## config.mk

```make
export PLATFORM = sky130hd
export DESIGN_NAME = operand_skew
export DESIGN_NICKNAME = d
export VERILOG_FILES = /design/src/logic/mat_pkg.sv /design/src/logic/operand_skew.sv
export SDC_FILE = /design/constraint.sdc
export NUM_CORES = 1
export LEC_CHECK = 0
export ABC_AREA = 1
export BUFFER_PORTS_ARGS = -buffer_cell sky130_fd_sc_hd__buf_4
export CELL_PAD_IN_SITES_DETAIL_PLACEMENT = 0
export CELL_PAD_IN_SITES_GLOBAL_PLACEMENT = 1
export CORE_MARGIN = 8
export CORE_UTILIZATION = 37
export CTS_BUF_LIST = sky130_fd_sc_hd__clkbuf_8
export DETAILED_ROUTE_END_ITERATION = 8
export GPL_ROUTABILITY_DRIVEN = 1
export PLACE_DENSITY_LB_ADDON = 0.1
export SLEW_MARGIN = 20
export SYNTH_ARGS = -nofsm -noshare
export SYNTH_HDL_FRONTEND = slang
export SYNTH_SLANG_ARGS = --single-unit
```

## constraint.sdc

```tcl
create_clock -name clk -period 1.3 [get_ports clk]
set_clock_uncertainty 0.05 [all_clocks]
set_input_delay 0.195 -clock clk [delete_from_list [all_inputs] [get_ports clk]]
set_output_delay 0.195 -clock clk [all_outputs]
set_load 0.02 [all_outputs]
```

## src/logic/mat_pkg.sv

```systemverilog
package mat_pkg;

  // element and accumulator widths
  localparam int data_w = 16;
  localparam int acc_w = 2 * data_w;

  // one memory word carries a full row of lanes
  localparam int lanes = 4;
  localparam int addr_w = 7;
  localparam int mem_depth = 128;

  // square size used when the top level is not overridden
  localparam int default_mat_size = 4;

  typedef logic [data_w-1:0] data_t;
  typedef logic [acc_w-1:0] acc_t;
  // lane 0 sits in the low bits
  typedef logic [lanes*data_w-1:0] word_t;
  typedef logic [addr_w-1:0] addr_t;

  // controller phases
  typedef enum logic [2:0] {
    st_idle,
    st_feed,
    st_drain,
    st_write,
    st_done
  } ctrl_state_t;

endpackage
```

## src/logic/operand_skew.sv

```systemverilog
`timescale 1ns/1ns

module operand_skew #(
  parameter int mat_size = mat_pkg::default_mat_size
) (
  input  logic           clk,
  input  logic           reset,
  input  logic           operand_valid,
  input  mat_pkg::word_t lanes_in,
  output mat_pkg::word_t lanes_out
);

  localparam int dw = mat_pkg::data_w;

  for (genvar k = 0; k < mat_pkg::lanes; k++) begin : g_lane
    if (k >= mat_size) begin : g_unused
      // lanes past the matrix edge stay quiet
      assign lanes_out[k*dw +: dw] = '0;
    end else begin : g_used
      mat_pkg::data_t head;

      // zeros go in whenever no operand is present
      assign head = operand_valid ? lanes_in[k*dw +: dw] : '0;

      if (k == 0) begin : g_direct
        assign lanes_out[k*dw +: dw] = head;
      end else begin : g_delay
        // k stage shift line
        mat_pkg::data_t taps [0:k-1];

        always_ff @(posedge clk) begin
          if (reset) begin
            for (int t = 0; t < k; t++) begin
              taps[t] <= '0;
            end
          end else begin
            taps[0] <= head;
            for (int t = 1; t < k; t++) begin
              taps[t] <= taps[t-1];
            end
          end
        end

        assign lanes_out[k*dw +: dw] = taps[k-1];
      end
    end
  end

endmodule

```

# After elaboration in Yosys (flattened, before gate mapping)
# Memory sizes are Yosys's and may differ from the RTL's.
# Index checks and enable logic that the tools add are counted.
# totals
regBits	0
ramBits	96
input_bits	67
out_inout_bits	64
word_cells	23
n_memories	3
# op_classes
mux	14
bitwise_logic	5
n_reduce_logical	1
# memory_table
memory	words	width	read_ports	rd_clocked_by_memory_dff	wr	line_no	rtl
g_lane[3].g_used.g_delay.taps	3	16	3	0	3	operand_skew.sv:29	mat_pkg::data_t taps [0:k-1];
g_lane[2].g_used.g_delay.taps	2	16	2	0	2	operand_skew.sv:29	
g_lane[1].g_used.g_delay.taps	1	16	1	0	1	operand_skew.sv:29	
# ops
operator	n
$mux W16	10
$reduce_or A16 Y1	1
$or A1 B1 Y1	5
$mux W1	4

# Depth between registers and ports, before layout
# logic_depth
depth_word	3
ltp_mapped	5
depth_no_buf	3

# Worst setup path before layout
# OpenSTA, ideal clock, no wires.
# synth_path
path_type	input -> output
from	input operand_valid
to	output lanes_out[10]
arrival_ps	686
setup_slack_ps	369
stages	4
path_cell_list	buf_4 > buf_2 > nand2_1 > inv_1
# synth_between
elab_chain_cells	1
# synth_rtl
item	line_no	rtl
from (decl)	operand_skew.sv:8	input logic operand_valid,
$mux W16	operand_skew.sv:23	assign head = operand_valid ? lanes_in[k*dw +: dw] : '0;
to (decl)	operand_skew.sv:10	output mat_pkg::word_t lanes_out
# No other way between the ends.

==> flow_summary.toml <==
[drt]
dr.pass1.iters = 4
ant_nets = 0
drc = 0
wl_per_cell_um = 10.5
first_iter_violations = 39
num_vias = 2285
viasPerCell = 3.67
routed_wl_mm = 6.51

[worst_setup_path]
path_delay_family = "flip-flops"
reg2reg_setup_slack_ns = 0.75
end_kind = "output pin"
slowest_delay_ns = 0.34
path_buf_inv = 1
cp.arrival_ns = 0.83
rr_startpoint = "g_lane[2].g_used.g_delay.taps[0][2]"
r2r-end = "g_lane[2].g_used.g_delay.taps[0][18]"
crit_fanout = 1
slowest_stage = "dfxtp_1"
path_cells = "buf_4"
crit_type = "reg -> out"
cp.required_ns = 1.05
startpoint_type = "register"
reg2regPathDepth = 2

[timing]
drv_slew = 0
setup_tns_ns = 0
setup_viol = 0
final_hold_viol_count = 0
period_minus_slack_ns = 1.08
fmax_mhz = 928
relSlewSlack_pct = 78.8
fin_crit_sh_pct = 82.9
tightest_slew_ns = 0.318
rsz0062_at_grt = "false"

[global_routing]
grt_overflow = 0
grt_pass1_wl_mm = 10.6
antenna_found_initial = 0
grt_pass1_vias = 2246
grt_start_max_net_pins = 32
grt_use_total_pct = 11.6

[clock_network]
cts_tree = "done"
cts_root_buf = "clkbuf_8"
clk_latency_ns = 0.35
cts_num_sinks = 96
htreeDepth = 3
clkSlewWorstSetupHoldPaths_ns = 0.09
cts_setup_buffers = 0
clk_path_buf_depth = 2
cts_inserted_buffers = 9

[flow_run]
maxCapViolations = 0

[placement]
gp_congestion = 0.694
port_buffers = 130
hpwl_mm = 4.62
placed_area_um2 = 3920

[hold_path]
hold_depth = 3
min_to = "g_lane[3].g_used.g_delay.taps[0][3]"
min_from = "lanes_in[51]"
hold_class = "in -> reg"

[final_layout]
fillers = 769
multi_input_area_um2 = 427
fin_area_um2 = 4530
diodes = 0
syn2layout_area_growth_pct = 46.4
top_register = "g_lane.g_used.g_delay.taps"
fin_util_pct = 55.4
nets = 579
top_regs = "g_lane.g_used.g_delay.taps: 96 flops"
drive_gt1_share_pct = 29.2
ff_latch_area_um2 = 1920
largest_reg_flops = 96

[floorplan]
num_rows = 33
die_x_um = 107
die_area_um2 = 11500
core_area_um2 = 8180
initial_utilization_pct = 37.8
io_pins = 131
die_h_um = 107

[yosys]
netlist_area_um2 = 3090
avgSynthCellArea_um2 = 8.45
yosysTopAreaCell = "dfxtp_1"
syn-num-nets = 433
seq_area_frac_synth_pct = 62.1
syn_inst = 366
ys_top_cells_by_area = "dfxtp_1 62%, inv_1 14%, nor2_1 12%, buf_4 8.0%, nand2_1 1.9%"
synth_top_area_share_pct = 62.1
ys_warn_count = 0
ys_types = 9
synth-seq-cells = 96

[power_and_ir_drop]
power_leakage_nw = 2.43
power_density_nw_per_um2 = 1190
vdd_drop_max_mv = 0.470

[status]
outcome = "finished clean"
## synthesized netlist by cell type, drive strengths merged
cell and number:
dfxtp 96, nand2 17, nor2 96, inv 113
buf 44
## worst max path at each step
stage,start,to,slack [ns],cells after the start
after floorplan,operand_valid,lanes_out[10],0.37,4
after global placement,operand_valid,g_lane[3].g_used.g_delay.taps[0][1],0.38,4
after detailed placement,operand_valid,g_lane[1].g_used.g_delay.taps[0][0],0.36,4
after CTS,g_lane[3].g_used.g_delay.taps[0][44],lanes_out[60],0.19,1
after global routing,g_lane[3].g_used.g_delay.taps[0][44],lanes_out[60],0.16,1
final,g_lane[3].g_used.g_delay.taps[0][44],lanes_out[60],0.22,1
## metrics by stage
step	setup WS [ns]	cells	hold slack (ns)	total power, mW
after floorplan	0.369	366	0.257	3.39
after global placement	0.384	562	0.339	3.64
after detailed placement	0.358	562	0.342	3.65
after CTS	0.190	622	0.00392	5.48
after global routing	0.155	622	0.00229	5.68
final	0.223	622	0.0270	5.39
## timing repair
action | CTS | global route
endpoints found under the hold margin | 44 | 0
resized for setup | 0 | 0
hold buffers | 44 | 0
endpoints found under the setup margin | 0 | 0
## cells by family after synthesis
logic type | share of synthesized area (%)
buf+inv | 24.1
flops | 62.1
simple gates | 13.8
## layer usage
layer / global-route usage (%) / up-vias / share of wire [%]
met3: 8.74 / 2 / 14
met5: 0 / - / 0
li1: - / 1239 / -
met2: 17.0 / 90 / 44
met1: 12.6 / 954 / 42
met4: 3.87 / 0 / 0.45
## area by class of cell
cell class              instances  share of cell area (%)
well taps                     105                    2.90
multi-input cells             113                    9.42
repair buffers                179                    32.1
clock buffers                   9                    2.73
inverters                     113                    9.36
clock inverters                 7                    1.08
flip-flops and latches         96                    42.4
## layout by cell type (no fill, tap or decap)
cell and instances:
buf_4 135, clkbuf_8 9, clkinv_4 1, clkinvlp_4 2, dfxtp_1 96, dlygate4sd3_1 44, inv_1 114, inv_2 1
inv_6 2, nand2_1 16, nand2_2 1, nor2_1 96
## report_power, final
part | switching [mW] | internal (mW)
Sequential | 0.0228 | 3.03
Combinational | 0.279 | 0.346
Clock | 1.01 | 0.699
(Power assumes the default switching activity.)
