$ cat src/logic/mat_pkg.sv
package mat_pkg;

  // element and accumulator widths
  localparam int data_w = 16;
  localparam int acc_w = 2 * data_w;

  // one memory word carries a full row of lanes
  localparam int lanes = 4;
  localparam int addr_w = 7;
  localparam int mem_depth = 128;

  // square size used when the top level is not overridden
  localparam int default_mat_size = 4;

  typedef logic [data_w-1:0] data_t;
  typedef logic [acc_w-1:0] acc_t;
  // lane 0 sits in the low bits
  typedef logic [lanes*data_w-1:0] word_t;
  typedef logic [addr_w-1:0] addr_t;

  // controller phases
  typedef enum logic [2:0] {
    st_idle,
    st_feed,
    st_drain,
    st_write,
    st_done
  } ctrl_state_t;

endpackage
$ cat src/logic/result_packer.sv
`timescale 1ns/1ns

module result_packer #(
  parameter int mat_size = mat_pkg::default_mat_size
) (
  input  mat_pkg::acc_t  acc [mat_size*mat_size],
  input  mat_pkg::addr_t diag_index,
  output mat_pkg::word_t c_word
);

  localparam int dw = mat_pkg::data_w;
  localparam int aw = mat_pkg::acc_w;

  for (genvar i = 0; i < mat_pkg::lanes; i++) begin : g_lane
    mat_pkg::data_t lane_val;

    // lane i carries row i, column is diag_index - i
    always_comb begin
      int            col;
      mat_pkg::acc_t sel;
      col = int'(diag_index) - i;
      sel = '0;
      lane_val = '0;
      if (i < mat_size && col >= 0 && col < mat_size) begin
        sel = acc[i*mat_size+col];
        // clamp anything past 16 bits
        if (sel[aw-1:dw] != '0) begin
          lane_val = '1;
        end else begin
          lane_val = sel[dw-1:0];
        end
      end
    end

    assign c_word[i*dw +: dw] = lane_val;
  end

endmodule

$ cat config.mk
export PLATFORM = sky130hd
export DESIGN_NAME = result_packer
export DESIGN_NICKNAME = d
export VERILOG_FILES = /design/src/logic/mat_pkg.sv /design/src/logic/result_packer.sv
export SDC_FILE = /design/constraint.sdc
export NUM_CORES = 1
export LEC_CHECK = 0
export ABC_AREA = 1
export CAP_MARGIN = 10
export CORE_AREA = 2 2 224 226
export DETAILED_ROUTE_END_ITERATION = 7
export DIE_AREA = 0 0 226 228
export DONT_BUFFER_PORTS = 1
export GPL_TIMING_DRIVEN = 0
export MAX_ROUTING_LAYER = met4
export PLACE_DENSITY = 0.39
export SLEW_MARGIN = 25
export SYNTH_ARGS = -nofsm -noshare
export SYNTH_HDL_FRONTEND = slang
export SYNTH_SLANG_ARGS = --single-unit
$ cat constraint.sdc
create_clock -name vclk -period 2.95
set_input_delay 0.1475 -clock vclk [all_inputs]
set_output_delay 0.1475 -clock vclk [all_outputs]
set_load 0.01 [all_outputs]
### After elaboration in Yosys (flattened, before gate mapping)

Cells that the tools add are included.

| operators by class | value |
|---|---|
| $add $sub $neg | 6 |
| $lt $le $gt $ge | 12 |
| multiplexer cells | 20 |
| bitwise gates (word level) | 4 |
| reduce and logical (&&, ||, !) cells | 8 |

Operator list:

| kind | count |
|---|---|
| binary-select mux 32 bit (select 4 bit) | 4 |
| 2-to-1 mux 32 bit | 8 |
| >= comparator 32 x 5 -> 1 bit, second input constant | 4 |
| 2-to-1 mux 16 bit | 8 |
| NOT 32 bit | 3 |
| nonzero test 16 bit | 4 |
| NOT 7 -> 32 bit | 1 |
| >= comparator 8 x 1 -> 1 bit, second input constant | 3 |
| less-than comparator 8 x 4 -> 1 bit, second input constant | 3 |
| adder 5 x 8 -> 9 bit, first input constant | 2 |
| subtractor 7 x 2 -> 8 bit, second input constant | 2 |
| adder 4 x 8 -> 9 bit, first input constant | 1 |
| subtractor 7 x 1 -> 8 bit, second input constant | 1 |
| >= comparator 7 x 1 -> 1 bit, second input constant | 1 |
| less-than comparator 7 x 3 -> 1 bit, second input constant | 1 |
| logical AND 1 bit | 4 |

| word-level totals | value |
|---|---|
| flip-flop bits (word level) | 0 |
| logic and storage cells | 50 |

### Logic depth before layout (Yosys ltp)

Gate-level depths: netlist of run 1.

| depth | value |
|---|---|
| word-level depth | 9 |
| depth in mapped cells | 19 |
| mapped depth without buffers | 14 |

### Least setup slack after synthesis of run 1

OpenSTA, ideal clock, no wires.

| path | value |
|---|---|
| path kind | input -> output |
| start | in diag_index[1] |
| end | out c_word[21] |
| arrival time | 3,082 ps |
| required time | 2,803 ps |
| setup slack | -280 ps |
| cell stages on the path | 16 |
| path buffers | 8 |
| cells stage by stage | buf_4 inv_1 buf_4 buf_6 buf_4 clkbuf_1 ha_1 xnor2_2 clkbuf_1 ha_1 clkbuf_1 clkinv_1 nand3_1 nand2_2 buf_4 a21oi_1 |

| on the way | value |
|---|---|
| cells in the longest elaborated chain, start to end | 9 |
| elaborated cells between the ends (all ways) | 12 |
| classes of those cells | add/sub: 2; order compare: 2; mux: 5; bitwise: 1; reduce/logical: 2 |

RTL lines:

| item | line | RTL |
|---|---|---|
| from (decl) | result_packer.sv:7 | `input mat_pkg::addr_t diag_index,` |
| subtractor 7 x 1 -> 8 bit * | result_packer.sv:21 | `col = int'(diag_index) - i;` |
| adder 4 x 8 -> 9 bit | result_packer.sv:25 | `sel = acc[i*mat_size+col];` |
| NOT 32 bit (implied by the code) | result_packer.sv:25 |  |
| binary-select mux 32 bit (select 4 bit) | result_packer.sv:25 |  |
| 2-to-1 mux 32 bit (implied by the code) (2 in a row) | result_packer.sv:25 |  |
| nonzero test 16 bit | result_packer.sv:27 | `if (sel[aw-1:dw] != '0) begin` |
| 2-to-1 mux 16 bit | result_packer.sv:27 |  |
| 2-to-1 mux 16 bit * | result_packer.sv:24 | `if (i < mat_size && col >= 0 && col < mat_size) begin` |
| to (decl) | result_packer.sv:8 | `output mat_pkg::word_t c_word` |

Every way passes the cells marked *; elsewhere a longest branch is shown, timed or not. The select of a mux whose other input is x is not followed.

### Final worst setup path of run 1

| path | value |
|---|---|
| start | in diag_index[0] |
| end | out c_word[25] |

Same word-level chain as after synthesis.

==> flow_metrics.tcl, run 1 <==
set metrics [dict create \
    drcViolationCount 0 \
    period_needed_ps 2900 \
    yosys_warnings 0 \
    antenna_found_initial 0 \
    die_height_um 228 \
    yosys.area.top_type "nand2_1" \
    via_count 18300 \
    setup_tns_ps 0 \
    worstSetupEndpointType "primary output" \
    post-route-period-util_pct 98.4 \
    syn2layout_area_growth_pct 11.7 \
    initial_utilization_pct 24.7 \
    grt_remaining_overflow 0 \
    p_total_mw 3.08 \
    nFillCells 5932 \
    crit_fanout 15 \
    finalHoldViolations 0 \
    crit_arrival_ps 2760 \
    syn-num-nets 2948 \
    design.seq.count 0 \
    fmax_mhz 344 \
    finish.instance_area_sq_mm 0.0136 \
    io_buffers 0 \
    dieArea_sq_mm 0.0515 \
    maxSlewViolCount 0 \
    min_to "c_word[16]" \
    tightest_slew_ps 1070 \
    netlist_instances 2421 \
    die-width_um 226 \
    p_leak_nw 6.99 \
    rsz0062_at_grt "false" \
    synth.top_cell.area_share_pct 27.4 \
    detail_route.wl_per_cell_um 32.5 \
    postRouteAntennaNets 0 \
    layout.nets 2955 \
    grt_use_total_pct 38.4 \
    grt_pass1_vias 17400 \
    grt_start_max_net_pins 16 \
    drive_gt1_share_pct 9.27 \
    nClkBuffers 0 \
    crit_path_start_kind "input pin" \
    hpwlAfterDp_mm 83.0 \
    placed_area_sq_mm 0.0131 \
    synthTopCellsByArea "nand2_1, mux2i_1, nand3_1" \
    status "complete, no violations" \
    drt_first_pass_iters 7 \
    startpoint "diag_index[0]" \
    wl_mm 101 \
    place.gp.congestion 1.03 \
    final-seq-area_sq_um 0 \
    grt_first_pass_wirelength_mm 137 \
    layout_setup_ws_ps 46.1 \
    syn_avg_cell_area_sq_um 5.04 \
    hold_ws_ps 654 \
    whs_path_depth 3 \
    path_class "input pin to primary output" \
    vias_per_cell 5.90 \
    yosysSeqAreaShare_pct 0 \
    synth_cell_types 43 \
    cap_viol_max_count 0 \
    hold_path.class "input pin to primary output" \
    ir_drop_mv 0.0952 \
    synth_area_sq_mm 0.0122 \
    core_area_sq_mm 0.0493 \
    slew_headroom_pct 28.6 \
    post-place-ws_ps -2000 \
    power_density_mw_per_mm2 225 \
    min_from "diag_index[6]" \
    placementRows 82 \
    io_pins 583 \
    required_ps 2800 \
    setup_viol 0 \
    dr.first_iter.drc_count 2198 \
]
worst max path at each step:
stage	to
6_report	c_word[25]
3_5_place_dp	c_word[24]
3_3_place_gp	c_word[24]
4_1_cts	c_word[24]
2_1_floorplan	c_word[24]
5_1_grt	c_word[57]
power by group:
| part | switching [mW] | total (mW) | internal (mW) |
|---|---|---|---|
| Combinational | 2.19 | 3.08 | 0.885 |
| Sequential | 0 | 0 | 0 |
| Clock | 0 | 0.0000000918 | 0.0000000918 |
| Total | 2.19 | 3.08 | 0.885 |
cell families (layout without fill, tap and decap cells):
| kind of cell | count (synthesis) | after routing | share of synthesized area [%] |
|---|---|---|---|
| and+or+nand+nor | 1614 | 1614 | 55.6 |
| buffers and inverters | 336 | 341 | 13.5 |
| AOI/OAI and AO/OA | 228 | 228 | 10.8 |
| muxes | 226 | 226 | 18.5 |
| xor gates and xnor gates | 9 | 9 | 0.769 |
| adders and majority gates | 8 | 8 | 0.820 |
| other | 0 | 2 | 0 |
routing by layer:
metal | GRT usage, % | routed length (um)
met1 | 44.9 | 38200
met2 | 60.8 | 44900
met3 | 9.34 | 11000
met4 | 19.7 | 6810
met5 | - | 0
timing repair:
action	4_1_cts	5_1_grt
hold buffers	0	0
pin swaps	5	5
buffers inserted	6	3
hold endpoints to repair	0	0
endpoints found under the setup margin	48	46
resized for setup	122	46
cloned	1	0
layout make-up:
cell class / instances / area [sq um] / share of cell area [%]
antenna: 2 / 5.00 / 0.0367
timing repair buffer: 10 / 100 / 0.734
inverter: 162 / 631 / 4.62
multi-input combinational: 2085 / 10900 / 79.6
tap: 672 / 841 / 6.17
buffer: 169 / 1200 / 8.83
stage by stage:
step                      utilization [%]  cells
after global placement               26.4   3093
after floorplan                         -   2421
after global routing                 27.6   3098
after detailed placement             26.4   3093
after CTS                            27.3   3095
final                                27.6   3100
cell usage after synthesis, types with 2 or more instances:
library cell	n
nand2_1	890
nand3_1	439
mux2i_1	226
nor2_1	220
inv_1	155
o21ai_0	100
a21oi_1	59
clkbuf_1	45
buf_4	35
buf_2	34
buf_1	32
buf_6	27
nand4_1	24
o211ai_1	19
o221ai_1	16
o21ai_1	13
nor3_1	11
a21oi_2	10
nand3b_1	9
ha_1	8
or2_1	6
o21a_1	5
nand2_2	4
or2_2	4
xor2_1	4
clkinv_1	3
inv_2	3
xnor2_1	3
a22oi_1	2
nor2_4	2
placed cells by master (no fill, tap or decap), types with 3 or more instances in the layout:
master | Yosys | final
nand2_1 | 890 | 889
nand3_1 | 439 | 438
mux2i_1 | 226 | 226
nor2_1 | 220 | 219
inv_1 | 155 | 154
o21ai_0 | 100 | 100
buf_4 | 35 | 46
buf_2 | 34 | 39
a21oi_2 | 10 | 35
buf_6 | 27 | 33
a21oi_1 | 59 | 28
nand4_1 | 24 | 24
o211ai_1 | 19 | 19
clkbuf_1 | 45 | 16
clkbuf_4 | 0 | 14
o221ai_1 | 16 | 14
o21ai_1 | 13 | 13
buf_1 | 32 | 13
nor3_1 | 11 | 11
clkbuf_2 | 1 | 11
nand3b_1 | 9 | 9
a21oi_4 | 0 | 6
or2_1 | 6 | 6
o21a_1 | 5 | 5
ha_1 | 8 | 5
or2_2 | 4 | 4
clkbuf_8 | 0 | 4
nor2_4 | 2 | 3
nand2_2 | 4 | 3
xor2_1 | 4 | 3
critical path: stages:
cell	delay, ps
buf_6	120
inv_4	170
buf_6	230
buf_6	200
ha_4	190
xnor2_4	130
buf_4	280
clkbuf_1	620
nand3_1	160
nand3_1	110
nand2_1	150
a21oi_2	210
Note: power is estimated with default switching activity, not from simulation.
==> run 2: changes to the inputs <==
CELL_PAD_IN_SITES_DETAIL_PLACEMENT = 0   (was not set)
CELL_PAD_IN_SITES_GLOBAL_PLACEMENT = 2   (was not set)
CORE_AREA = 2 2 225 227   (was 2 2 224 226)
DIE_AREA = 0 0 227 229   (was 0 0 226 228)
PLACE_DENSITY = 0.73   (was 0.39)
==> run 2 against run 1 <==
The run now ends with design-rule violations left. Critical path depth up 3. Sequential share of layout area unchanged. Power up 2.5%. Die area grew 0.88%. Critical path type unchanged.
==> flow_metrics.tcl, run 2 (synthesized netlist as in run 1, its figures left out) <==
set metrics [dict create \
    hold_ws_ps 607 \
    die_height_um 229 \
    drt_first_pass_iters 8 \
    placementRows 82 \
    clkPwrFrac_pct 0 \
    grt-busiest-layer "met2" \
    ir_drop_mv 0.0898 \
    seq_power_share_pct 0 \
    vias_per_cell 5.94 \
    setup_viol 0 \
    nClkBuffers 0 \
    cap_viol_max_count 0 \
    detail_route.wl_per_cell_um 32.6 \
    maxSlewViolCount 0 \
    swShare_pct 71.3 \
    grt_use_total_pct 38.0 \
    use_met3_pct 8.01 \
    die-width_um 227 \
    dr.first_iter.drc_count 2049 \
    crit_fanout 12 \
    crit_arrival_ps 2800 \
    place.gp.congestion 1.07 \
    postRouteAntennaNets 0 \
    final_common_cell "nand2_1" \
    grt_remaining_overflow 0 \
    hpwlAfterDp_mm 81.7 \
    post-route-period-util_pct 99.8 \
    use_met2_pct 56.0 \
    final-seq-area_sq_um 0 \
    slew_headroom_pct 27.8 \
    layout_common_cells "nand2_1, nand3_1, mux2i_1" \
    path_class "input pin to primary output" \
    status "finished, violations left" \
    stdcell_count 3108 \
    worstSetupEndpointType "primary output" \
    drive_gt1_share_pct 9.42 \
    grt_first_pass_wirelength_mm 135 \
    layout.nets 2961 \
    p_leak_nw 7.04 \
    required_ps 2800 \
    core_area_sq_mm 0.0497 \
    place.detailed.instances 3093 \
    antenna_found_initial 4 \
    initial_utilization_pct 24.6 \
    period_needed_ps 2950 \
    via_count 18500 \
    rsz0062_at_grt "true" \
    violations "design-rule violations" \
    io_pins 583 \
    p_comb_share_pct 100.0 \
    finalHoldViolations 0 \
    syn2layout_area_growth_pct 12.6 \
    wl_mm 101 \
    grt_pass1_vias 17400 \
    p_total_mw 3.15 \
    dieArea_sq_mm 0.0520 \
    drcViolationCount 8 \
    crit_path_start_kind "input pin" \
    io_buffers 0 \
    p_int_mw 0.905 \
    p_sw_mw 2.25 \
    tightest_slew_ps 1080 \
    placed_area_sq_mm 0.0131 \
    grtUsageMet1_pct 47.6 \
    hold_path.class "input pin to primary output" \
    grt_start_max_net_pins 16 \
    finish.instance_area_sq_mm 0.0137 \
    fmax_mhz 340 \
    design.seq.count 0 \
    power_density_mw_per_mm2 229 \
]
[run 2: cell count changes in the layout (fill, tap and decap cells not counted), sizes merged]
cell | previous run | this run
buf | 133 | 136
clkinv | 2 | 4
diode | 2 | 4
clkbuf | 45 | 48
inv | 159 | 157
[run 2: per-stage QoR]
step	util, %	setup slack, ps	setup TNS [ps]
after CTS	27.2	-35.9	-308
after detailed placement	26.3	-2270	-88880
final	27.7	4.53	0
after global placement	26.3	-2260	-87360
after global routing	27.7	-6.65	-18.4
after floorplan	-	37.0	0
[run 2: worst paths after layout]
kind,to,slack [ps],start,depth (start not counted)
worst max-delay path,c_word[28],5,diag_index[2],15
worst min-delay path,c_word[3],610,diag_index[6],3
[run 2: critical path: stages]
cell,delay (ps)
buf_8,160
clkinvlp_4,120
buf_6,180
clkbuf_8,210
ha_1,200
inv_1,100
o21ai_2,70
xor2_1,170
ha_1,330
clkbuf_8,220
clkinv_4,150
clkbuf_8,220
nand3_1,190
nand2_2,120
a21oi_4,190
[run 2: cell type report]
class / instances / area (sq um)
Multi-Input combinational cell: 2085 / 10900
Inverter: 162 / 633
Tap cell: 672 / 841
Timing Repair Buffer: 17 / 153
Buffer: 168 / 1220
Fill cell: 5942 / 35900
Antenna cell: 4 / 10.0
[run 2: power by group through the flow]
stage	clock [mW]	combinational, mW	sequential [mW]
6_report	0.000000182	3.15	0
5_1_grt	0.000000182	3.28	0
4_1_cts	0	2.96	0
3_5_place_dp	0	2.82	0
3_3_place_gp	0	2.82	0
2_1_floorplan	0	1.71	0
[run 2: repair_timing]
action | CTS | global route
cloned | 1 | 0
buffers inserted | 10 | 6
hold buffers | 0 | 0
setup endpoints to repair | 48 | 45
resized for setup | 141 | 46
pin swaps | 5 | 3
[run 2: layer usage]
layer  vias to the layer above  share of wire, %
met1                      8866                40
met5                         -                 0
li1                       8014                 -
met2                      1342                42
met3                       239                11
met4                         0               7.4
