===== src/logic/mat_pkg.sv =====
package mat_pkg;

  // element and accumulator widths
  localparam int data_w = 16;
  localparam int acc_w = 2 * data_w;

  // one memory word carries a full row of lanes
  localparam int lanes = 4;
  localparam int addr_w = 7;
  localparam int mem_depth = 128;

  // square size used when the top level is not overridden
  localparam int default_mat_size = 4;

  typedef logic [data_w-1:0] data_t;
  typedef logic [acc_w-1:0] acc_t;
  // lane 0 sits in the low bits
  typedef logic [lanes*data_w-1:0] word_t;
  typedef logic [addr_w-1:0] addr_t;

  // controller phases
  typedef enum logic [2:0] {
    st_idle,
    st_feed,
    st_drain,
    st_write,
    st_done
  } ctrl_state_t;

endpackage

===== src/logic/matmul_ctrl.sv =====
`timescale 1ns/1ns

module matmul_ctrl #(
  parameter int mat_size = mat_pkg::default_mat_size
) (
  input  logic           clk,
  input  logic           reset,
  input  logic           start_mat_mul,
  input  logic           load_en,
  input  logic           read_en,
  input  logic           we_a,
  input  logic           we_b,
  output mat_pkg::addr_t a_addr,
  output mat_pkg::addr_t b_addr,
  output mat_pkg::addr_t c_addr,
  output logic           operand_valid,
  output logic           acc_clear,
  output logic           c_we,
  output mat_pkg::addr_t diag_index,
  output logic           done_mat_mul
);

  // one word per cycle of feed
  localparam int feed_len = mat_size;
  // last product reaches the far corner 2n-1 cycles after the feed ends
  localparam int drain_len = 2 * mat_size - 1;
  // one C word per diagonal
  localparam int write_len = 2 * mat_size - 1;

  mat_pkg::ctrl_state_t state;
  mat_pkg::addr_t       cnt;

  always_ff @(posedge clk) begin
    if (reset) begin
      state <= mat_pkg::st_idle;
      cnt <= '0;
    end else if (!start_mat_mul) begin
      // dropping start aborts or retires the run
      state <= mat_pkg::st_idle;
      cnt <= '0;
    end else begin
      case (state)
        mat_pkg::st_idle: begin
          state <= mat_pkg::st_feed;
          cnt <= '0;
        end
        mat_pkg::st_feed: begin
          if (cnt == mat_pkg::addr_t'(feed_len - 1)) begin
            state <= mat_pkg::st_drain;
            cnt <= '0;
          end else begin
            cnt <= cnt + 1'b1;
          end
        end
        mat_pkg::st_drain: begin
          if (cnt == mat_pkg::addr_t'(drain_len - 1)) begin
            state <= mat_pkg::st_write;
            cnt <= '0;
          end else begin
            cnt <= cnt + 1'b1;
          end
        end
        mat_pkg::st_write: begin
          if (cnt == mat_pkg::addr_t'(write_len - 1)) begin
            state <= mat_pkg::st_done;
            cnt <= '0;
          end else begin
            cnt <= cnt + 1'b1;
          end
        end
        default: begin
          // hold st_done until start drops
          state <= state;
        end
      endcase
    end
  end

  // bank data comes back a cycle after the address
  always_ff @(posedge clk) begin
    if (reset) begin
      operand_valid <= 1'b0;
    end else begin
      operand_valid <= start_mat_mul && (state == mat_pkg::st_feed);
    end
  end

  assign a_addr = (state == mat_pkg::st_feed) ? cnt : '0;
  assign b_addr = (state == mat_pkg::st_feed) ? cnt : '0;

  // write address doubles as the diagonal number
  assign diag_index = (state == mat_pkg::st_write) ? cnt : '0;
  assign c_addr = diag_index;
  assign c_we = (state == mat_pkg::st_write);

  assign acc_clear = (state == mat_pkg::st_idle);
  assign done_mat_mul = (state == mat_pkg::st_done);

  // host must keep off the memory port during a run
  host_quiet: assert property (@(posedge clk) disable iff (reset)
    start_mat_mul |-> !(load_en || read_en || we_a || we_b))
    else $error("host memory access while start_mat_mul is high");

  // write burst covers every diagonal, then done follows at once
  write_window: assert property (@(posedge clk) disable iff (reset || !start_mat_mul)
    $rose(c_we) |-> (c_we && state == mat_pkg::st_write) [*write_len]
      ##1 (done_mat_mul && !c_we))
    else $error("C write burst length or done timing wrong");

endmodule


===== config.mk =====
export PLATFORM = sky130hd
export DESIGN_NAME = matmul_ctrl
export DESIGN_NICKNAME = d
export VERILOG_FILES = /design/src/logic/mat_pkg.sv /design/src/logic/matmul_ctrl.sv
export SDC_FILE = /design/constraint.sdc
export NUM_CORES = 1
export LEC_CHECK = 0
export BUFFER_PORTS_ARGS = -buffer_cell sky130_fd_sc_hd__buf_2
export CAP_MARGIN = 20
export CORE_UTILIZATION = 40
export DETAILED_ROUTE_END_ITERATION = 7
export PLACE_DENSITY = 0.76
export SLEW_MARGIN = 20
export SYNTH_ARGS = -nofsm -noshare
export SYNTH_HDL_FRONTEND = slang
export SYNTH_SLANG_ARGS = --single-unit
export TNS_END_PERCENT = 10

===== constraint.sdc =====
create_clock -name clk -period 1.72 [get_ports clk]
set_input_delay 0.344 -clock clk [delete_from_list [all_inputs] [get_ports clk]]
set_output_delay 0.344 -clock clk [all_outputs]
set_load 0.005 [all_outputs]

# Word level (Yosys, flattened, before mapping)
# Index checks and enable logic that the tools add are counted.
dict set report op_classes {
  n_addsub 1
  n_bitwise 1
  muxes 9
  reduce_logical 7
  n_eq_ne 9
}
# operator count
set op_table {}
lappend op_table {{two-way mux 7 bit} 4}
lappend op_table {{one-hot mux 7 bit (3 select lines)} 1}
lappend op_table {{one-hot mux 3 bit (4 select lines)} 1}
lappend op_table {{two-way mux 3 bit} 3}
lappend op_table {{adder 7 x 1 -> 7 bit, second input constant} 1}
lappend op_table {{== test 7 x 2 -> 1 bit, second input constant} 1}
lappend op_table {{== test 7 x 3 -> 1 bit, second input constant} 1}
lappend op_table {{== test 3 x 2 -> 1 bit, second input constant} 2}
lappend op_table {{inequality test 2 bit, second input constant} 2}
lappend op_table {{AND reduction 4 bit} 1}
lappend op_table {{nonzero test 4 bit} 1}
lappend op_table {{OR reduction 2 bit} 2}
lappend op_table {{== test 3 x 1 -> 1 bit, second input constant} 1}
lappend op_table {{== test 3 bit, second input constant} 1}
lappend op_table {{zero test 3 bit} 1}
lappend op_table {{nonzero test 3 bit} 1}
lappend op_table {{inequality test 2 x 1 -> 1 bit, second input constant} 1}
lappend op_table {{logical AND 1 bit} 1}
lappend op_table {{NOT 1 bit} 1}
dict set report totals {
  output_inout_bits 32
  register_bits 11
  elab_cells 30
}

# Depth between registers and ports, before layout
# Gate-level depths: netlist of the first run.
dict set report depth {
  depth_word 3
  ltp_mapped 6
  ltp_nobuf 6
}

# Worst setup path after synthesis of the first run
# OpenSTA, ideal clock, no wires.
dict set report synth_timing {
  path_kind {register to output}
  startpoint {register state[2]}
  endpoint {output port b_addr[1]}
  t_required_ns 1.376
  setup_slack_ns 0.215
  arrival_time_ns 1.161
  stages_incl_launch_ff 5
  n_path_buf 2
  cell_sequence {dfxtp_1 buf_2 nor3_1 and2_1 buf_4}
}
dict set report synth_between {
  elab_chain_len 2
}
# item line
set synth_lines {}
lappend synth_lines {{start: declaration} matmul_ctrl.sv:30} ;# mat_pkg::ctrl_state_t state;
lappend synth_lines {{start signal: assignment} matmul_ctrl.sv:35} ;# state <= mat_pkg::st_idle;
lappend synth_lines {{start signal: assignment} matmul_ctrl.sv:39} ;# state <= mat_pkg::st_idle;
lappend synth_lines {{start signal: assignment} matmul_ctrl.sv:44} ;# state <= mat_pkg::st_feed;
lappend synth_lines {{== test 3 x 1 -> 1 bit} n/a}
lappend synth_lines {{two-way mux 7 bit} n/a}
lappend synth_lines {{end: declaration} matmul_ctrl.sv:14} ;# output mat_pkg::addr_t b_addr,
# Every way passes these cells.

# Worst setup path after layout of the first run
dict set report layout_timing {
  startpoint {register state[2]}
  endpoint {output port a_addr[0]}
}
dict set report layout_between {
  elab_chain_len 2
}
# item line
set layout_lines {}
lappend layout_lines {{== test 3 x 1 -> 1 bit} matmul_ctrl.sv:88} ;# assign a_addr = (state == mat_pkg::st_feed) ? cnt : '0;
lappend layout_lines {{two-way mux 7 bit} matmul_ctrl.sv:88}
lappend layout_lines {{end: declaration} matmul_ctrl.sv:13} ;# output mat_pkg::addr_t a_addr,
# Every way passes these cells.

==> summary.txt, run 1 <==
Die
  • Top-Level Pins: 39
  • Die height: 47.1 µm
  • Initial Util: 0.446
  • Die area: 2210 µm²
  • Die Wd: 47.1 µm
  • Core Area: 1820 µm²
  • Row cnt: 15

Global route
  • Initial antenna violation count: 0
  • GRT Util Overall: 0.183
  • First-pass GRT wire length: 2.79 mm
  • Largest net degree at the start of global routing: 14
  • GRT overflow: 0
  • Vias in the first global route: 654

Logic synthesis
  • YS warnings: 0
  • Post-synth top flop: dfxtp_1
  • Post-Syn Area: 812 µm²
  • EDFF count, synth: 0
  • Syn_nets: 106
  • Flop and latch count out of synthesis: 11
  • Ys async rst share: 0
  • Post-Synthesis Cells: 97
  • Synth cell types: 34
  • Syn avg cell area: 8.37 µm²
  • Sequential share of the synthesized area: 0.271

STA
  • Clk_skew: 1.01 ps
  • Max Fclk: 611 MHz
  • Relative slew slack: 0.696
  • RSZ-0062 raised after global routing: false
  • Setup WS post-layout: 84.5 ps
  • Fin Hold WS: 577 ps
  • Final hold violations: 0
  • Worst-margin pin slew: 455 ps
  • Final Cycle Share: 0.951
  • Endpoints failing setup: 0
  • Max Transition Viols Final: 0
  • Final min period: 1640 ps
  • Setup TNS: 0 ps

Cells and area
  • Share of layout cells above drive strength 1: 0.463
  • Design Area, Final: 978 µm²
  • Fin cells: 148
  • Synthesis-to-layout area growth: 20.5%
  • Final net count: 133
  • ANT cells: 0
  • Most frequent cells in the layout: 34 x buf_2, 8 x and2_1, 8 x nor2_1
  • Most common cell after layout, fill and taps aside: buf_2

Pwr
  • Peak supply drop: 0.328 mV
  • LEAKAGE: 0.518 nW
  • Power per cell area: 484 nW/µm²

Worst setup path
  • Buf/Inv on CP: 1
  • Critical Path AT: 1290 ps
  • Worst Setup Start Kind: flop
  • Worst setup EP type: output pin
  • Delay-heaviest family, CP: simple AND/OR/NAND/NOR gates
  • R2R cell count: 6
  • Critical path class: flop to output pin
  • Worst EP required: 1380 ps
  • Flop-to-flop setup slack: 130 ps
  • CP max stage cell: or3b_4
  • Crit Path Max Fanout: 7
  • R2R Path End: cnt[3]
  • CP Cell Sequence: or3b_4, nor2_2, buf_2
  • Worst r2r src: cnt[0]
  • Max incr delay on CP: 430 ps

Routing
  • Pre-antenna DRT Iters: 4
  • Routed WL per cell: 12.3 µm
  • Detail Route Antenna Nets: 0
  • Routed WL: 1.82 mm
  • DR iter-0 viols: 26
  • Via/cell ratio: 5.20
  • Via count: 769
  • Number of remaining DRC errors: 0

Placement
  • Final Wtd Congestion: 0.832
  • Worst slack at placement: 63.9 ps
  • Area of placed instances: 933 µm²
  • DP HPWL: 1.37 mm
  • Port bufs: 34
  • DP Cell Count: 144

CTS
  • Clock Latency Late Sink: 270 ps
  • Clock Path Buffers: 2
  • Clock sink total: 11
  • Clk slew on worst S/H paths: 70 ps
  • TritonCTS buffer count: 3
  • H-tree lvl count: 1
  • Root Buffer: clkbuf_4
  • TritonCTS clock tree: built

Job
  • Max Cap Violations: 0

Min path
  • Hold Startpoint: state[0]
  • WHS Path Cells: 2
  • Hold EP: state[2]
  • Hold WC Path Type: flop to flop

Outcome
  • Status: completed
[layer usage]
| layer | wire (µm) | share of wire | GRT usage |
|---|---|---|---|
| met2 | 835 | 0.46 | 0.311 |
| met3 | 114 | 0.063 | 0.0269 |
| met1 | 819 | 0.45 | 0.215 |
| met4 | 48 | 0.026 | 0.114 |
| met5 | 0 | 0 | 0 |
[worst max-delay path by stage]
stage / to / from / cells after the start
finish: a_addr[0] / state[2] / 3
global placement: a_addr[1] / state[0] / 4
global route: cnt[3] / cnt[1] / 5
detailed placement: a_addr[4] / state[0] / 4
CTS: a_addr[4] / state[0] / 4
floorplan: b_addr[1] / state[2] / 4
[cell usage after synthesis (2+ instances only)]
cell,n,area share
a22oi_1,2,0.018
and2_1,8,0.062
and3_1,7,0.054
buf_4,14,0.13
clkbuf_1,3,0.014
dfxtp_1,11,0.27
ha_1,2,0.031
inv_1,2,0.0092
nand2_1,2,0.0092
nand3_1,2,0.012
nand4b_1,2,0.022
nor2_1,9,0.042
nor2b_1,2,0.015
nor3_1,8,0.049
xnor2_1,3,0.032
xor2_1,2,0.022
[sequential cells by signal (all words and copies together), names as in the netlist]
| signal | count |
|---|---|
| cnt | 7 |
| operand_valid | 1 |
| state | 3 |
[final cells by class]
class	instances	area [µm²]
tap	25	31.3
clock buffer	4	26.3
sequential	11	225
fill	182	842
timing repair buffer	41	223
inverter	2	7.51
multi-input combinational	65	465
[per-stage QoR]
step / total power, mW / utilization
2_1_floorplan: 0.286 / -
5_1_grt: 0.496 / 0.537
3_3_place_gp: 0.295 / 0.513
3_5_place_dp: 0.296 / 0.513
4_1_cts: 0.481 / 0.533
6_report: 0.473 / 0.537
[power by group]
group / switching [mW] / internal [mW]
registers: 0.00215 / 0.257
logic: 0.0197 / 0.0137
clock network: 0.0908 / 0.0899
[kinds of logic (layout without fill, tap and decap cells)]
group                      after synthesis  in the layout  synth area share
buffers and inverters                   21             47             0.173
AOI/OAI and AO/OA                       12             12             0.129
adders and majority gates                2              2            0.0308
xor gates and xnor gates                 5              5            0.0539
and+or+nand+nor                         46             46             0.342
DFF                                     11             11             0.271
[worst register-to-register path, cell delays in order, from the launching register on]
cell and delay (ps):
dfxtp_2 380, inv_1 80, ha_1 200, a21bo_2 260, o221ai_2 230, a21oi_2 140, nor3_1 220
[timing repair]
action | 4_1_cts | 5_1_grt
hold buffers | 0 | 0
buffers inserted | 0 | 0
pin swaps | 0 | 1
hold endpoints to repair | 0 | 0
gates resized for setup | 2 | 5
gates cloned | 0 | 0
setup endpoints to repair | 12 | 31
Note: power is estimated with default switching activity, not from simulation.
==> run 2, diff against run 1 <==
--- a/config.mk
+++ b/config.mk
@@ -9,7 +9,7 @@
 export CAP_MARGIN = 20
 export CORE_UTILIZATION = 40
 export DETAILED_ROUTE_END_ITERATION = 7
-export PLACE_DENSITY = 0.76
+export PLACE_DENSITY = 0.79
 export SLEW_MARGIN = 20
 export SYNTH_ARGS = -nofsm -noshare
 export SYNTH_HDL_FRONTEND = slang
==> constraint.sdc (replaced) <==
create_clock -name clk -period 1.5 [get_ports clk]
set_input_delay 0.3 -clock clk [delete_from_list [all_inputs] [get_ports clk]]
set_output_delay 0.3 -clock clk [all_outputs]
set_load 0.005 [all_outputs]
==> run 2 against run 1 <==
  * The run now ends with negative setup slack left
  * Register-to-register slack got worse by 150 ps
  * Final cell count increased by 9.5%
  * Routed wire length increased by 25%
  * Non-clock buffer count increased by 14
  * Utilization increased by 14 points
  * First-iteration DRC count decreased by 81%
  * Count of clock-buffer cells in the layout unchanged
  * Via count increased by 11%
  * Power increased by 18%
  * Clock skew increased by 3.5 ps
  * Cell area increased by 27%
  * Sequential cell count unchanged
  * Highest routed layer unchanged
==> summary.txt, run 2 (synthesized netlist as in run 1, its figures left out) <==
Outcome
  • Status: finished with violations
  • Failing checks: negative setup slack

STA
  • RSZ-0062 raised after global routing: true
  • Final hold violations: 0
  • Final min period: 1550 ps
  • Setup WS post-layout: -53.8 ps
  • Max Transition Viols Final: 0
  • Relative slew slack: 0.704
  • Worst-margin pin slew: 441 ps
  • Endpoints failing setup: 31
  • Final Cycle Share: 1.04
  • Max Fclk: 644 MHz
  • Clk_skew: 4.56 ps

Global route
  • GRT overflow: 0
  • GRT Util Overall: 0.198
  • Vias in the first global route: 703
  • Largest net degree at the start of global routing: 13
  • Initial antenna violation count: 0
  • First-pass GRT wire length: 3.00 mm

Worst setup path
  • Critical path class: flop to output pin
  • Crit Path Max Fanout: 5
  • Critical Path AT: 1250 ps
  • Worst Setup Start Kind: flop
  • Worst EP required: 1200 ps
  • Worst setup EP type: output pin

Routing
  • DR iter-0 viols: 5
  • Via/cell ratio: 5.25
  • Detail Route Antenna Nets: 0
  • Via count: 850
  • Pre-antenna DRT Iters: 4
  • Routed WL per cell: 14.1 µm
  • Routed WL: 2.28 mm
  • Number of remaining DRC errors: 0

CTS
  • TritonCTS buffer count: 3
  • Clock sink total: 11
  • Clock Path Buffers: 2
  • Clk slew on worst S/H paths: 70 ps
  • H-tree lvl count: 1
  • TritonCTS clock tree: built
  • Clock Latency Late Sink: 270 ps
  • Root Buffer: clkbuf_4

Pwr
  • LEAKAGE: 0.614 nW
  • Peak supply drop: 0.329 mV
  • Overall Power: 0.559 mW
  • Power per cell area: 450 nW/µm²

Cells and area
  • Regs by FF count: cnt x7, state x3, operand_valid x1
  • Final net count: 147
  • ANT cells: 0
  • Register area: 233 µm²
  • Filler cells: 143
  • Max reg flops: 7
  • Multi-input gate area: 524 µm²
  • Synthesis-to-layout area growth: 52.9%
  • Share of layout cells above drive strength 1: 0.635
  • Most frequent cells in the layout: 20 x buf_2, 20 x buf_4, 15 x buf_6
  • Utilization after layout: 0.682
  • Biggest register: cnt

Placement
  • Final Wtd Congestion: 0.805
  • Port bufs: 34
  • Worst slack at placement: -48.7 ps
  • DP HPWL: 1.40 mm

Die
  • Die height: 47.1 µm
  • Initial Util: 0.446
  • Core Area: 1820 µm²
  • Top-Level Pins: 39
  • Die area: 2210 µm²
  • Row cnt: 15
  • Die Wd: 47.1 µm

Job
  • Max Cap Violations: 0

Min path
  • Hold WC Path Type: input pin to flop
## run 2: changes by cell type in the layout (fill, tap and decap cells not counted), moves of 3 or more
cell,before,now
buf_6,0,15
and2_4,0,6
and2_1,8,2
buf_4,7,20
and3_4,0,3
dfxtp_4,0,3
buf_2,34,20
and3_1,7,4
dfxtp_2,4,1
## run 2: worst max-delay path, stage by stage, from the launching register on
cell and delay (ps):
dfxtp_4 380, or3b_4 400, nor2_4 80, buf_2 110
## run 2: through the flow
step	setup TNS, ps	cell area [µm²]	hold WS, ps	cells
after detailed placement	-130	993	587	152
after global placement	0	993	569	152
after floorplan	0	812	466	97
after global routing	-2850	1240	572	162
final	-1020	1240	533	162
after CTS	-796	1110	543	162
## run 2: metal layers
metal | track usage | part of all wire
met1 | 0.224 | 0.42
met2 | 0.347 | 0.52
met3 | 0.0423 | 0.047
met4 | 0.103 | 0.013
met5 | 0 | 0
## run 2: cell type report
class,instances,share of cell area
multi-input cells,65,0.422
repair buffers,55,0.338
flip-flops and latches,11,0.187
well taps,25,0.0252
clock buffers,4,0.0212
inverters,2,0.00605
## run 2: path summary, 6_finish.rpt
kind	start	endpoint	slack, ps	cells past startpoint
hold reg to reg	state[0]	state[0]	560	2
setup reg to reg	state[0]	cnt[3]	-20	5
hold / removal	start_mat_mul	operand_valid	530	3
setup / recovery	state[0]	a_addr[0]	-50	3
## run 2: where the power goes
group | switching, mW | internal, mW
logic | 0.0272 | 0.0284
registers | 0.00298 | 0.290
clock network | 0.108 | 0.103
## run 2: timing repair
item                       CTS  global route
setup buffers                6             0
hold buffers                 0             0
pin swaps                    2             8
resized for setup           19            24
setup endpoints to repair   35            37
==> run 3, diff against run 2 <==
--- a/config.mk
+++ b/config.mk
@@ -10,6 +10,7 @@
 export CORE_UTILIZATION = 40
 export DETAILED_ROUTE_END_ITERATION = 7
 export PLACE_DENSITY = 0.79
+export REMOVE_ABC_BUFFERS = 1
 export SLEW_MARGIN = 20
 export SYNTH_ARGS = -nofsm -noshare
 export SYNTH_HDL_FRONTEND = slang
==> run 3 against run 2 <==
  * The run still ends with negative setup slack left
  * Sequential power is essentially flat
  * Maximum frequency grew 0.31%
  * Setup slack gained 4.8 ps
  * Critical path type unchanged
==> summary.txt, run 3 (synthesized netlist as in run 1, its figures left out) <==
Routing
  • Number of remaining DRC errors: 0
  • Routed WL per cell: 13.0 µm
  • Via/cell ratio: 5.14
  • Detail Route Antenna Nets: 0
  • Pre-antenna DRT Iters: 4
  • Via count: 822
  • DR iter-0 viols: 15
  • Routed WL: 2.08 mm

Outcome
  • Status: finished with violations
  • Failing checks: negative setup slack

STA
  • Setup WS post-layout: -49.0 ps
  • RSZ-0062 raised after global routing: true
  • Clk_skew: 5.05 ps
  • Max Transition Viols Final: 0
  • Endpoints failing setup: 24
  • Worst-margin pin slew: 441 ps
  • Relative slew slack: 0.706
  • Max Fclk: 646 MHz
  • Final hold violations: 0
  • Final Cycle Share: 1.03
  • Final min period: 1550 ps

CTS
  • Clock Latency Late Sink: 270 ps
  • Clock sink total: 11
  • CTS Hold Bufs: 0
  • Root Buffer: clkbuf_4
  • H-tree lvl count: 1
  • Clk slew on worst S/H paths: 70 ps
  • TritonCTS clock tree: built
  • Clock Path Buffers: 2
  • TritonCTS buffer count: 3

Pwr
  • LEAKAGE: 0.596 nW
  • Combinational Power Share: 0.102
  • Peak supply drop: 0.353 mV
  • Overall Power: 0.560 mW
  • Int Pwr: 0.425 mW
  • Sw frac: 0.242
  • Reg power frac: 0.527
  • Clock Power Share: 0.371
  • Switch Pwr: 0.136 mW
  • Power per cell area: 486 nW/µm²

Worst setup path
  • Worst EP required: 1200 ps
  • CP Cell Sequence: or3b_4, nor2_4, buf_2
  • R2R cell count: 5
  • Delay-heaviest family, CP: simple AND/OR/NAND/NOR gates
  • Buf/Inv on CP: 1
  • Critical path class: flop to output pin
  • Instance count on the critical path: 3
  • Worst Setup Start Kind: flop
  • Worst setup EP type: output pin
  • Critical Path AT: 1250 ps
  • Crit Path Max Fanout: 5
  • CP max stage cell: or3b_4
  • Max incr delay on CP: 430 ps

Cells and area
  • Fin cells: 160
  • Synthesis-to-layout area growth: 41.9%
  • Biggest register: cnt
  • Register area: 228 µm²
  • Multi-input gate area: 518 µm²
  • Most frequent cells in the layout: 30 x buf_2, 18 x buf_4, 7 x nor2_1, 7 x nor3_1, 7 x dfxtp_1
  • Regs by FF count: cnt x7, state x3, operand_valid x1
  • Final net count: 145
  • Max reg flops: 7
  • ANT cells: 0
  • Share of layout cells above drive strength 1: 0.578
  • Filler cells: 148
  • Most common cell after layout, fill and taps aside: buf_2

Die
  • Top-Level Pins: 39
  • Die height: 47.1 µm
  • Initial Util: 0.446
  • Die area: 2210 µm²
  • Die Wd: 47.1 µm
  • Row cnt: 15
  • Core Area: 1820 µm²

Global route
  • First-pass GRT wire length: 3.04 mm
  • GRT Util Overall: 0.201
  • Vias in the first global route: 720
  • GRT overflow: 0
  • Largest net degree at the start of global routing: 12
  • Initial antenna violation count: 0

Placement
  • DP Cell Count: 153
  • Worst slack at placement: -45.0 ps
  • Port bufs: 34
  • Final Wtd Congestion: 0.845
  • DP HPWL: 1.52 mm

Min path
  • Hold WC Path Type: input pin to flop
  • WHS Path Cells: 3

Job
  • Max Cap Violations: 0
## run 3: final timing paths
check | startpoint | endpoint | slack (ps)
setup / recovery | state[2] | a_addr[0] | -50
hold / removal | start_mat_mul | cnt[0] | 530
setup reg to reg | state[2] | cnt[4] | -10
hold reg to reg | state[0] | state[0] | 540
## run 3: final cells by class
type	count	share of cell area
flip-flops and latches	11	0.198
multi-input cells	65	0.450
inverters	2	0.00651
clock buffers	4	0.0228
well taps	25	0.0271
repair buffers	53	0.296
## run 3: worst register-to-register path: stages (launching register included)
cell,delay [ps]
dfxtp_2,350
or3b_4,430
buf_4,160
o221ai_4,180
a21oi_4,110
nor3_1,210
## run 3: layer usage
layer,wire length [µm],part of all wire,track usage,up-vias
li1,-,-,-,400
met1,864,0.42,0.216,376
met3,94,0.045,0.0462,5
met2,1080,0.52,0.381,41
met5,0,0,0,-
met4,39,0.019,0.0686,0
## run 3: timing repair
item / CTS / global route
pin swaps: 3 / 1
gates resized for setup: 14 / 12
setup endpoints to repair: 36 / 38
buffers inserted: 2 / 1
## run 3: power by group through the flow
stage | clock, mW | combinational, mW | sequential [mW]
6_report | 0.208 | 0.0574 | 0.295
5_1_grt | 0.222 | 0.0617 | 0.295
4_1_cts | 0.209 | 0.0522 | 0.296
3_5_place_dp | 0 | 0.0413 | 0.304
3_3_place_gp | 0 | 0.0403 | 0.303
2_1_floorplan | 0 | 0.0235 | 0.303
## run 3: stage by stage
step,area (µm²),setup TNS (ps),utilization,hold slack [ps]
3_5_place_dp,1000,-169,0.550,597
6_report,1150,-390,0.633,533
5_1_grt,1150,-2480,0.633,547
4_1_cts,1090,-263,0.597,523
2_1_floorplan,679,0,-,523
3_3_place_gp,1000,0,0.550,564
